--- src/rtl/mcu_cfg_pkg.sv ---
// MCU-wide sizes, register map and core interrupt vector layout.
// Imported by the power manager, its register block and the interrupt path.
package mcu_cfg_pkg;

  // memory banks behind their own power switches
  localparam int unsigned NUM_BANKS = 6;

  localparam int unsigned XLEN = 32;
  localparam int unsigned REG_ADDR_W = 2;

  // power control register map
  localparam logic [REG_ADDR_W-1:0] ADDR_DOMAIN = 2'd0;
  localparam logic [REG_ADDR_W-1:0] ADDR_BANKS = 2'd1;
  localparam logic [REG_ADDR_W-1:0] ADDR_WAKE_MASK = 2'd2;
  localparam logic [REG_ADDR_W-1:0] ADDR_STATUS = 2'd3;

  // positions in the core interrupt vector
  localparam int unsigned IRQ_SW_BIT = 3;
  localparam int unsigned IRQ_TIMER_BIT = 7;
  localparam int unsigned IRQ_EXT_BIT = 11;
  localparam int unsigned IRQ_FAST_LSB = 16;
  localparam int unsigned NUM_FAST = 15;

  // raw interrupt sources, before synchronization
  typedef struct packed {
    logic       sw;
    logic       ext;
    logic [3:0] timer;
    logic       dma_done;
    logic       spi;
    logic       spi_flash;
    logic [7:0] gpio_ao;
  } irq_src_t;

endpackage

--- src/rtl/pwr_pkg.sv ---
// Power-control types shared by the register block and the domain sequencers.
// Holds the switch/isolation/reset bundle, sequencer states and command words.
package pwr_pkg;

  // all active low, all ones means powered and running
  typedef struct packed {
    logic pwrgate_en_n;
    logic isogate_en_n;
    logic rst_n;
    logic clkgate_en_n;
    logic retentive_en_n;
  } pwr_ctrl_out_t;

  typedef enum logic [3:0] {
    ST_ON,
    ST_CLK_OFF,
    ST_ISO_ON,
    ST_RST_ON,
    ST_SW_OFF,
    ST_OFF,
    ST_RET,
    ST_SW_ON,
    ST_RST_OFF,
    ST_ISO_OFF
  } pwr_state_e;

  // word at the domain register
  typedef struct packed {
    logic [29:0] rsvd;
    logic        periph_off;
    logic        cpu_sleep_pd_en;
  } pwr_domain_cmd_t;

  // word at the bank register
  typedef struct packed {
    logic [17:0] rsvd_hi;
    logic [5:0]  bank_ret;
    logic [1:0]  rsvd_lo;
    logic [5:0]  bank_off;
  } pwr_banks_cmd_t;

  typedef union packed {
    pwr_domain_cmd_t domain;
    pwr_banks_cmd_t  banks;
  } pwr_cmd_u;

endpackage

--- src/rtl/irq_vector_sync.sv ---
// Synchronizes the raw interrupt sources and lays them out as the core
// interrupt vector. The vector lags the sources by two clock cycles.
`timescale 1ns/100ps

module irq_vector_sync
  import mcu_cfg_pkg::*;
(
  input  logic            clk_i,
  input  logic            arst_n_i,
  input  irq_src_t        irq_src_i,
  output logic [XLEN-1:0] intr_o
);

  irq_src_t            src_meta_q;
  irq_src_t            src_sync_q;
  logic [NUM_FAST-1:0] fast_intr;
  logic [XLEN-1:0]     intr;

  always_ff @(posedge clk_i or negedge arst_n_i) begin
    if (!arst_n_i) begin
      src_meta_q <= '0;
      src_sync_q <= '0;
    end else begin
      src_meta_q <= irq_src_i;
      src_sync_q <= src_meta_q;
    end
  end

  // fast lines, top one unused
  assign fast_intr = {
    1'b0,
    src_sync_q.gpio_ao,
    src_sync_q.spi_flash,
    src_sync_q.spi,
    src_sync_q.dma_done,
    src_sync_q.timer[3],
    src_sync_q.timer[2],
    src_sync_q.timer[1]
  };

  always_comb begin
    intr = '0;
    intr[IRQ_SW_BIT] = src_sync_q.sw;
    intr[IRQ_TIMER_BIT] = src_sync_q.timer[0];
    intr[IRQ_EXT_BIT] = src_sync_q.ext;
    intr[IRQ_FAST_LSB+:NUM_FAST] = fast_intr;
  end

  assign intr_o = intr;

endmodule

--- src/rtl/pwr_ctrl_regs.sv ---
// Power configuration registers written by a plain strobe.
// Turns the stored settings into off/retention requests for the sequencers.
`timescale 1ns/100ps

module pwr_ctrl_regs
  import mcu_cfg_pkg::*;
  import pwr_pkg::*;
#(
  parameter int unsigned NUM_BANKS = mcu_cfg_pkg::NUM_BANKS
) (
  input  logic                  clk_i,
  input  logic                  arst_n_i,
  input  logic                  reg_wr_i,
  input  logic [REG_ADDR_W-1:0] reg_addr_i,
  input  logic [XLEN-1:0]       reg_wdata_i,
  input  logic [XLEN-1:0]       intr_i,
  input  logic                  core_sleep_i,
  input  logic [NUM_BANKS+1:0]  dom_on_i,
  output logic [XLEN-1:0]       reg_rdata_o,
  output logic                  cpu_off_req_o,
  output logic                  periph_off_req_o,
  output logic [NUM_BANKS-1:0]  bank_off_req_o,
  output logic [NUM_BANKS-1:0]  bank_ret_o
);

  pwr_cmd_u             wr_cmd;
  pwr_cmd_u             rd_cmd;
  logic                 cpu_sleep_pd_en_q;
  logic                 periph_off_q;
  logic [NUM_BANKS-1:0] bank_off_q;
  logic [NUM_BANKS-1:0] bank_ret_q;
  logic [XLEN-1:0]      wake_mask_q;
  logic                 wake_pending;

  assign wr_cmd = reg_wdata_i;

  always_ff @(posedge clk_i or negedge arst_n_i) begin
    if (!arst_n_i) begin
      cpu_sleep_pd_en_q <= 1'b0;
      periph_off_q      <= 1'b0;
      bank_off_q        <= '0;
      bank_ret_q        <= '0;
      wake_mask_q       <= '0;
    end else if (reg_wr_i) begin
      case (reg_addr_i)
        ADDR_DOMAIN: begin
          cpu_sleep_pd_en_q <= wr_cmd.domain.cpu_sleep_pd_en;
          periph_off_q      <= wr_cmd.domain.periph_off;
        end
        ADDR_BANKS: begin
          bank_off_q <= wr_cmd.banks.bank_off[NUM_BANKS-1:0];
          bank_ret_q <= wr_cmd.banks.bank_ret[NUM_BANKS-1:0];
        end
        ADDR_WAKE_MASK: wake_mask_q <= reg_wdata_i;
        // status is read only
        default: ;
      endcase
    end
  end

  always_comb begin
    rd_cmd = '0;
    case (reg_addr_i)
      ADDR_DOMAIN: begin
        rd_cmd.domain.cpu_sleep_pd_en = cpu_sleep_pd_en_q;
        rd_cmd.domain.periph_off      = periph_off_q;
      end
      ADDR_BANKS: begin
        rd_cmd.banks.bank_off[NUM_BANKS-1:0] = bank_off_q;
        rd_cmd.banks.bank_ret[NUM_BANKS-1:0] = bank_ret_q;
      end
      ADDR_WAKE_MASK: rd_cmd = wake_mask_q;
      ADDR_STATUS:    rd_cmd = XLEN'(dom_on_i);
      default: ;
    endcase
  end

  assign reg_rdata_o = rd_cmd;

  // cpu goes down only while asleep with nothing to wake it
  assign wake_pending  = |(intr_i & wake_mask_q);
  assign cpu_off_req_o = cpu_sleep_pd_en_q & core_sleep_i & ~wake_pending;

  assign periph_off_req_o = periph_off_q;
  assign bank_off_req_o   = bank_off_q;
  assign bank_ret_o       = bank_ret_q;

  // a mask written over a pending source keeps the cpu request low
  a_no_sleep_on_wake: assert property (
    @(posedge clk_i) disable iff (!arst_n_i)
    (reg_wr_i && reg_addr_i == ADDR_WAKE_MASK && (intr_i & reg_wdata_i) != '0)
      |=> (!cpu_off_req_o || !$stable(intr_i))
  ) else $error("cpu power-down requested with a masked interrupt pending");

endmodule

--- src/rtl/pwr_domain_seq.sv ---
// Power-down and power-up sequencer for one switchable domain.
// Steps clock gate, isolation, reset and switch; banks may also park in retention.
`timescale 1ns/100ps

module pwr_domain_seq
  import pwr_pkg::*;
#(
  parameter bit HAS_RETENTION = 1'b0
) (
  input  logic          clk_i,
  input  logic          arst_n_i,
  input  logic          off_req_i,
  input  logic          ret_mode_i,
  input  logic          pwrgate_ack_ni,
  output pwr_ctrl_out_t pwr_o,
  output logic          is_on_o
);

  pwr_state_e    state_q;
  pwr_state_e    state_d;
  pwr_ctrl_out_t pwr_d;
  pwr_ctrl_out_t pwr_q;
  logic          ret_req;
  logic          ret_q;
  logic          is_on_q;

  assign ret_req = HAS_RETENTION && ret_mode_i;

  always_comb begin
    state_d = state_q;
    case (state_q)
      ST_ON: begin
        if (off_req_i)
          state_d = ST_CLK_OFF;
      end
      // retention choice was taken when leaving ST_ON
      ST_CLK_OFF: state_d = ret_q ? ST_RET : ST_ISO_ON;
      ST_ISO_ON:  state_d = ST_RST_ON;
      ST_RST_ON:  state_d = ST_SW_OFF;
      ST_SW_OFF: begin
        if (!pwr_q.pwrgate_en_n && !pwrgate_ack_ni)
          state_d = ST_OFF;
      end
      // a retention request wakes the bank first, then parks it
      ST_OFF: begin
        if (!off_req_i || ret_req)
          state_d = ST_SW_ON;
      end
      ST_RET: begin
        if (!off_req_i)
          state_d = ST_ISO_OFF;
        else if (!ret_req)
          state_d = ST_ISO_ON;
      end
      ST_SW_ON: begin
        if (pwr_q.pwrgate_en_n && pwrgate_ack_ni)
          state_d = ST_RST_OFF;
      end
      ST_RST_OFF: state_d = ST_ISO_OFF;
      ST_ISO_OFF: state_d = ST_ON;
      default:    state_d = ST_ON;
    endcase
  end

  // output pattern of each state
  always_comb begin
    pwr_d = '1;
    case (state_q)
      ST_CLK_OFF, ST_ISO_OFF: begin
        pwr_d.clkgate_en_n = 1'b0;
      end
      ST_ISO_ON, ST_RST_OFF: begin
        pwr_d.clkgate_en_n = 1'b0;
        pwr_d.isogate_en_n = 1'b0;
      end
      ST_RST_ON, ST_SW_ON: begin
        pwr_d.clkgate_en_n = 1'b0;
        pwr_d.isogate_en_n = 1'b0;
        pwr_d.rst_n        = 1'b0;
      end
      ST_SW_OFF, ST_OFF: begin
        pwr_d.clkgate_en_n = 1'b0;
        pwr_d.isogate_en_n = 1'b0;
        pwr_d.rst_n        = 1'b0;
        pwr_d.pwrgate_en_n = 1'b0;
      end
      ST_RET: begin
        pwr_d.clkgate_en_n   = 1'b0;
        pwr_d.retentive_en_n = 1'b0;
      end
      default: ;
    endcase
  end

  always_ff @(posedge clk_i or negedge arst_n_i) begin
    if (!arst_n_i) begin
      state_q <= ST_ON;
      ret_q   <= 1'b0;
      pwr_q   <= '1;
      is_on_q <= 1'b1;
    end else begin
      state_q <= state_d;
      if (state_q == ST_ON && off_req_i)
        ret_q <= ret_req;
      pwr_q   <= pwr_d;
      // status moves together with the registered outputs
      is_on_q <= (state_q == ST_ON);
    end
  end

  assign pwr_o   = pwr_q;
  assign is_on_o = is_on_q;

  a_iso_when_off: assert property (
    @(posedge clk_i) disable iff (!arst_n_i)
    !pwr_q.pwrgate_en_n |-> !pwr_q.isogate_en_n
  ) else $error("power switch open while isolation is released");

  a_clk_in_reset: assert property (
    @(posedge clk_i) disable iff (!arst_n_i)
    !pwr_q.rst_n |-> !pwr_q.clkgate_en_n
  ) else $error("domain clock running while held in reset");

endmodule

--- src/rtl/mcu_power_manager.sv ---
// Always-on power manager of the MCU: register block, one sequencer per domain
// and the interrupt path that can wake the sleeping CPU.
`timescale 1ns/100ps

module mcu_power_manager
  import mcu_cfg_pkg::*;
  import pwr_pkg::*;
#(
  parameter int unsigned NUM_BANKS = mcu_cfg_pkg::NUM_BANKS
) (
  input  logic                  clk_i,
  input  logic                  arst_n_i,
  input  logic                  debug_reset_n_i,
  input  logic                  core_sleep_i,
  input  irq_src_t              irq_src_i,
  input  logic                  reg_wr_i,
  input  logic [REG_ADDR_W-1:0] reg_addr_i,
  input  logic [XLEN-1:0]       reg_wdata_i,
  input  logic                  cpu_ack_n_i,
  input  logic                  periph_ack_n_i,
  input  logic                  bank_ack_n_i [NUM_BANKS],
  output logic [XLEN-1:0]       intr_o,
  output logic [XLEN-1:0]       reg_rdata_o,
  output pwr_ctrl_out_t         cpu_pwr_o,
  output pwr_ctrl_out_t         periph_pwr_o,
  output pwr_ctrl_out_t         bank_pwr_o [NUM_BANKS],
  output logic                  cpu_rst_n_o,
  output logic                  periph_rst_n_o
);

  logic [XLEN-1:0]      intr;
  logic                 cpu_off_req;
  logic                 periph_off_req;
  logic [NUM_BANKS-1:0] bank_off_req;
  logic [NUM_BANKS-1:0] bank_ret;
  // cpu, peripheral, then banks from bit 2
  logic [NUM_BANKS+1:0] dom_on;

  irq_vector_sync i_irq_vector_sync (
    .clk_i,
    .arst_n_i,
    .irq_src_i,
    .intr_o(intr)
  );

  pwr_ctrl_regs #(
    .NUM_BANKS(NUM_BANKS)
  ) i_pwr_ctrl_regs (
    .clk_i,
    .arst_n_i,
    .reg_wr_i,
    .reg_addr_i,
    .reg_wdata_i,
    .intr_i(intr),
    .core_sleep_i,
    .dom_on_i(dom_on),
    .reg_rdata_o,
    .cpu_off_req_o(cpu_off_req),
    .periph_off_req_o(periph_off_req),
    .bank_off_req_o(bank_off_req),
    .bank_ret_o(bank_ret)
  );

  pwr_domain_seq #(
    .HAS_RETENTION(1'b0)
  ) i_cpu_seq (
    .clk_i,
    .arst_n_i,
    .off_req_i(cpu_off_req),
    .ret_mode_i(1'b0),
    .pwrgate_ack_ni(cpu_ack_n_i),
    .pwr_o(cpu_pwr_o),
    .is_on_o(dom_on[0])
  );

  pwr_domain_seq #(
    .HAS_RETENTION(1'b0)
  ) i_periph_seq (
    .clk_i,
    .arst_n_i,
    .off_req_i(periph_off_req),
    .ret_mode_i(1'b0),
    .pwrgate_ack_ni(periph_ack_n_i),
    .pwr_o(periph_pwr_o),
    .is_on_o(dom_on[1])
  );

  for (genvar b = 0; b < NUM_BANKS; b++) begin : g_bank
    pwr_domain_seq #(
      .HAS_RETENTION(1'b1)
    ) i_bank_seq (
      .clk_i,
      .arst_n_i,
      .off_req_i(bank_off_req[b]),
      .ret_mode_i(bank_ret[b]),
      .pwrgate_ack_ni(bank_ack_n_i[b]),
      .pwr_o(bank_pwr_o[b]),
      .is_on_o(dom_on[b+2])
    );
  end

  assign intr_o = intr;

  // debug non-dm reset also holds both domains
  assign cpu_rst_n_o    = cpu_pwr_o.rst_n & debug_reset_n_i;
  assign periph_rst_n_o = periph_pwr_o.rst_n & debug_reset_n_i;

endmodule

--- config.mk ---
export PLATFORM = sky130hd
export DESIGN_NAME = mcu_power_manager
export DESIGN_NICKNAME = d
export VERILOG_FILES = /design/src/rtl/mcu_cfg_pkg.sv /design/src/rtl/pwr_pkg.sv /design/src/rtl/irq_vector_sync.sv /design/src/rtl/pwr_ctrl_regs.sv /design/src/rtl/pwr_domain_seq.sv /design/src/rtl/mcu_power_manager.sv
export SDC_FILE = /design/constraint.sdc
export NUM_CORES = 1
export LEC_CHECK = 0
export BUFFER_PORTS_ARGS = -buffer_cell sky130_fd_sc_hd__clkbuf_2
export CAP_MARGIN = 20
export CORE_ASPECT_RATIO = 0.6
export CORE_MARGIN = 2
export CORE_UTILIZATION = 53
export CTS_CLUSTER_SIZE = 25
export DETAILED_ROUTE_END_ITERATION = 16
export HOLD_SLACK_MARGIN = 0.06
export PLACE_DENSITY = 0.78
export SETUP_SLACK_MARGIN = 0.2
export SYNTH_ARGS = -nofsm -noshare
export SYNTH_HDL_FRONTEND = slang
export SYNTH_HIERARCHICAL = 1
export SYNTH_SLANG_ARGS = --single-unit
export TNS_END_PERCENT = 1
--- constraint.sdc ---
create_clock -name clk_i -period 2.55 [get_ports clk_i]
set_input_delay 0.1275 -clock clk_i [delete_from_list [all_inputs] [get_ports clk_i]]
set_output_delay 0.1275 -clock clk_i [all_outputs]
set_load 0.1 [all_outputs]
==> key figures <==
Run status
  – Result of the run: complete, no violations

Die
  – Ports placed on the boundary: 170
  – Number of rows in the core area: 34
  – Vertical extent of the die: 99.1 um
  – Core ar.: 14,600 um2
  – Effective utilization at floorplan: 54.7%
  – Floorplan die width: 162 um
  – Full die area: 16,100 um2

Global route
  – Global-route usage over all layers: 25.3%
  – Largest net degree at the start of global routing: 75
  – Remaining global-route overflow: 0
  – Vias in the first global route: 6,053
  – Number of antenna violations at the first check in global routing: 1
  – First-pass GRT wire length: 31.4 mm

Timing
  – Slew at the pin closest to its max-slew limit: 0.614 ns
  – Period minus WS final: 2.25 ns
  – Count of endpoints failing setup in the final report: 0
  – Post-layout worst setup margin: 0.301 ns
  – Worst hold margin: 0.123 ns
  – Part of the cycle the worst path needs: 88.2%
  – RSZ-0062 raised after global routing: false
  – Slew Limit Fails: 0
  – Final-layout setup total negative slack: 0 ns
  – Hold violation count in the final report: 0
  – Tightest slew margin relative to the limit: 59.0%
  – Setup Skew: 0.00869 ns
  – Fmax achieved: 0.445 GHz

Critical path
  – WP data required: 2.85 ns
  – Type of the worst setup path: flip-flop to flip-flop
  – Crit Reg-Reg Endpoint: i_cpu_seq/state_q[0]
  – Launch point of the worst path: i_pwr_ctrl_regs/wake_mask_q[22]
  – Data arrival at the endpoint of the critical path: 2.55 ns
  – Biggest fanout along the worst timing path: 4
  – Slack of the worst reg-to-reg path: 0.30 ns
  – Launch instance of the worst register-to-register path: i_pwr_ctrl_regs/wake_mask_q[22]
  – Crit. End Element: flip-flop
  – R2r worst-path depth: 8
  – CP startpoint kind: flip-flop

Drt
  – Overall routed net length: 19.8 mm
  – Vias: 6,030
  – Number of violations reported at the end of detailed-routing iteration 0: 470
  – WL/cell: 18.5 um
  – Number of detailed-routing iterations run before antenna repair: 6
  – Number of remaining DRC errors: 0
  – Vias per Instance: 5.63
  – Remaining antenna violation count: 0

Worst hold path
  – Worst Hold Path EP: i_pwr_ctrl_regs/cpu_sleep_pd_en_q
  – Hold path startpoint: reg_wr_i
  – Worst hold path stage count: 3
  – Path category of the worst min-delay check: primary input to flip-flop

Power
  – Share of total power in sequential cells: 35.1%
  – Worst IR Drop VDD: 0.000892 V
  – Design internal power: 0.00738 W
  – Total power divided by cell area: 1390 nW/um2
  – Portion of total power attributed to combinational logic: 44.3%
  – Standby leakage power: 4.47 nW
  – Switching power as a share of total power: 47.3%
  – Switching power summed over all nets: 0.00662 W
  – Share of total power in the clock network: 20.6%

Placed design
  – HPWL after detailed placement: 13.7 mm
  – Count of input and output buffers: 154
  – GP Congestion: 0.931
  – Number of cells in the design after placement: 989
  – Setup slack after placement: 0.297 ns

Clock network
  – TritonCTS Sinks: 166
  – Clock tree from TritonCTS: done
  – Post-CTS setup repair buffer count: 0
  – Clk Tree Root Cell: clkbuf_16
  – Buffers from clock root to sink, at most: 2
  – Number of clock buffers inserted by TritonCTS: 17
  – Latest clock arrival within the worst-skew pair: 0.43 ns
  – Register clock-pin slew on the reported worst setup and hold paths: 0.07 ns
  – Maximum level of the CTS H-tree: 4

Finish
  – Proportion of layout cells with a drive suffix above 1: 38.0%
  – Total Nets Final: 929
  – Post-route insts no fill: 1,072
  – Area added between synthesis and finish: 26.0%

Yosys
  – Cells after synthesis: 674
  – Cell area after synthesis: 7990 um2
  – Synthesized area per cell: 11.9 um2
  – Ys Warns: 6

Flow run
  – Number of maximum-capacitance constraint violations: 0
[layer usage]
layer	routed length (um)	vias to the layer above	global-route usage, %
met5	0	-	0
met4	488	0	10.9
met3	1190	42	5.75
met2	9460	216	40.5
met1	8650	3005	33.6
li1	-	2767	-
[critical path, cell delays in order, from the launching register on]
cell and delay [ns]:
dfrtp_1 0.40, a22o_1 0.22, a221oi_2 0.33, nand4_1 0.21
a2111oi_4 0.39, nand2_1 0.13, nor2_1 0.11, o21ai_1 0.07
mux2_1 0.27
[what timing repair did]
item | 4_1_cts | 5_1_grt
gates resized for setup | 0 | 1
hold buffers | 50 | 0
endpoints found under the setup margin | 0 | 1
hold endpoints to repair | 122 | 0
[power groups by stage]
stage          Sequential (W)  Clock [W]  Combinational (W)
3_3_place_gp          0.00484          0            0.00596
6_report              0.00491    0.00289            0.00620
4_1_cts               0.00489    0.00293            0.00620
5_1_grt               0.00508    0.00305            0.00656
3_5_place_dp          0.00492          0            0.00610
2_1_floorplan         0.00630          0            0.00383
[cell usage in the layout, fill, tap and decap left out, drive strengths merged, types with 14 or more instances in the layout]
cell type	n
mux2	62
buf	19
dfstp	48
dlygate4sd3	50
inv	23
a21oi	43
mux2i	14
clkbuf	158
nand2	28
o21ai	40
conb	15
nor2b	14
dfrtp	118
and2	20
nor2	48
nand2b	34
[registers in the layout, indices dropped and copies added, names as in the netlist]
signal,flops
i_pwr_ctrl_regs/wake_mask_q,32
g_bank.i_bank_seq/pwr_o,30
g_bank.i_bank_seq/state_q,24
i_irq_vector_sync/intr_o,17
i_irq_vector_sync/src_meta_q,17
g_bank.i_bank_seq/is_on_o,6
g_bank.i_bank_seq/ret_q,6
i_pwr_ctrl_regs/bank_off_req_o,6
i_pwr_ctrl_regs/bank_ret_o,6
i_cpu_seq/pwr_o,5
i_periph_seq/pwr_o,5
i_cpu_seq/state_q,4
i_periph_seq/state_q,4
i_cpu_seq/is_on_o,1
i_periph_seq/is_on_o,1
i_pwr_ctrl_regs/cpu_sleep_pd_en_q,1
i_pwr_ctrl_regs/periph_off_req_o,1
[worst max-delay path by stage]
stage | to | slack (ns) | cells past startpoint
after floorplan | reg_rdata_o[1] | 0.09 | 5
after global placement | i_cpu_seq/state_q[0] | 0.37 | 8
after detailed placement | i_cpu_seq/state_q[0] | 0.30 | 8
after CTS | i_cpu_seq/state_q[0] | 0.25 | 8
after global routing | i_cpu_seq/state_q[0] | 0.20 | 8
final | i_cpu_seq/state_q[0] | 0.30 | 8
[layout make-up]
| type | count | area (um2) |
|---|---|---|
| antenna | 1 | 2.50 |
| clock buffer | 17 | 425 |
| clock inverter | 15 | 240 |
| fill | 1029 | 4520 |
| inverter | 18 | 67.6 |
| multi-input combinational | 447 | 3340 |
| sequential | 166 | 4210 |
| tap | 198 | 248 |
| timing repair buffer | 210 | 1530 |
[metrics by stage]
step	total power (W)	utilization, %	instance area [um2]
after floorplan	0.0101	-	8040
after global placement	0.0108	60.9	8890
after detailed placement	0.0110	60.9	8890
after CTS	0.0140	68.9	10100
after global routing	0.0147	69.0	10100
final	0.0140	69.0	10100
No activity file was read; power rests on OpenSTA's default activity.
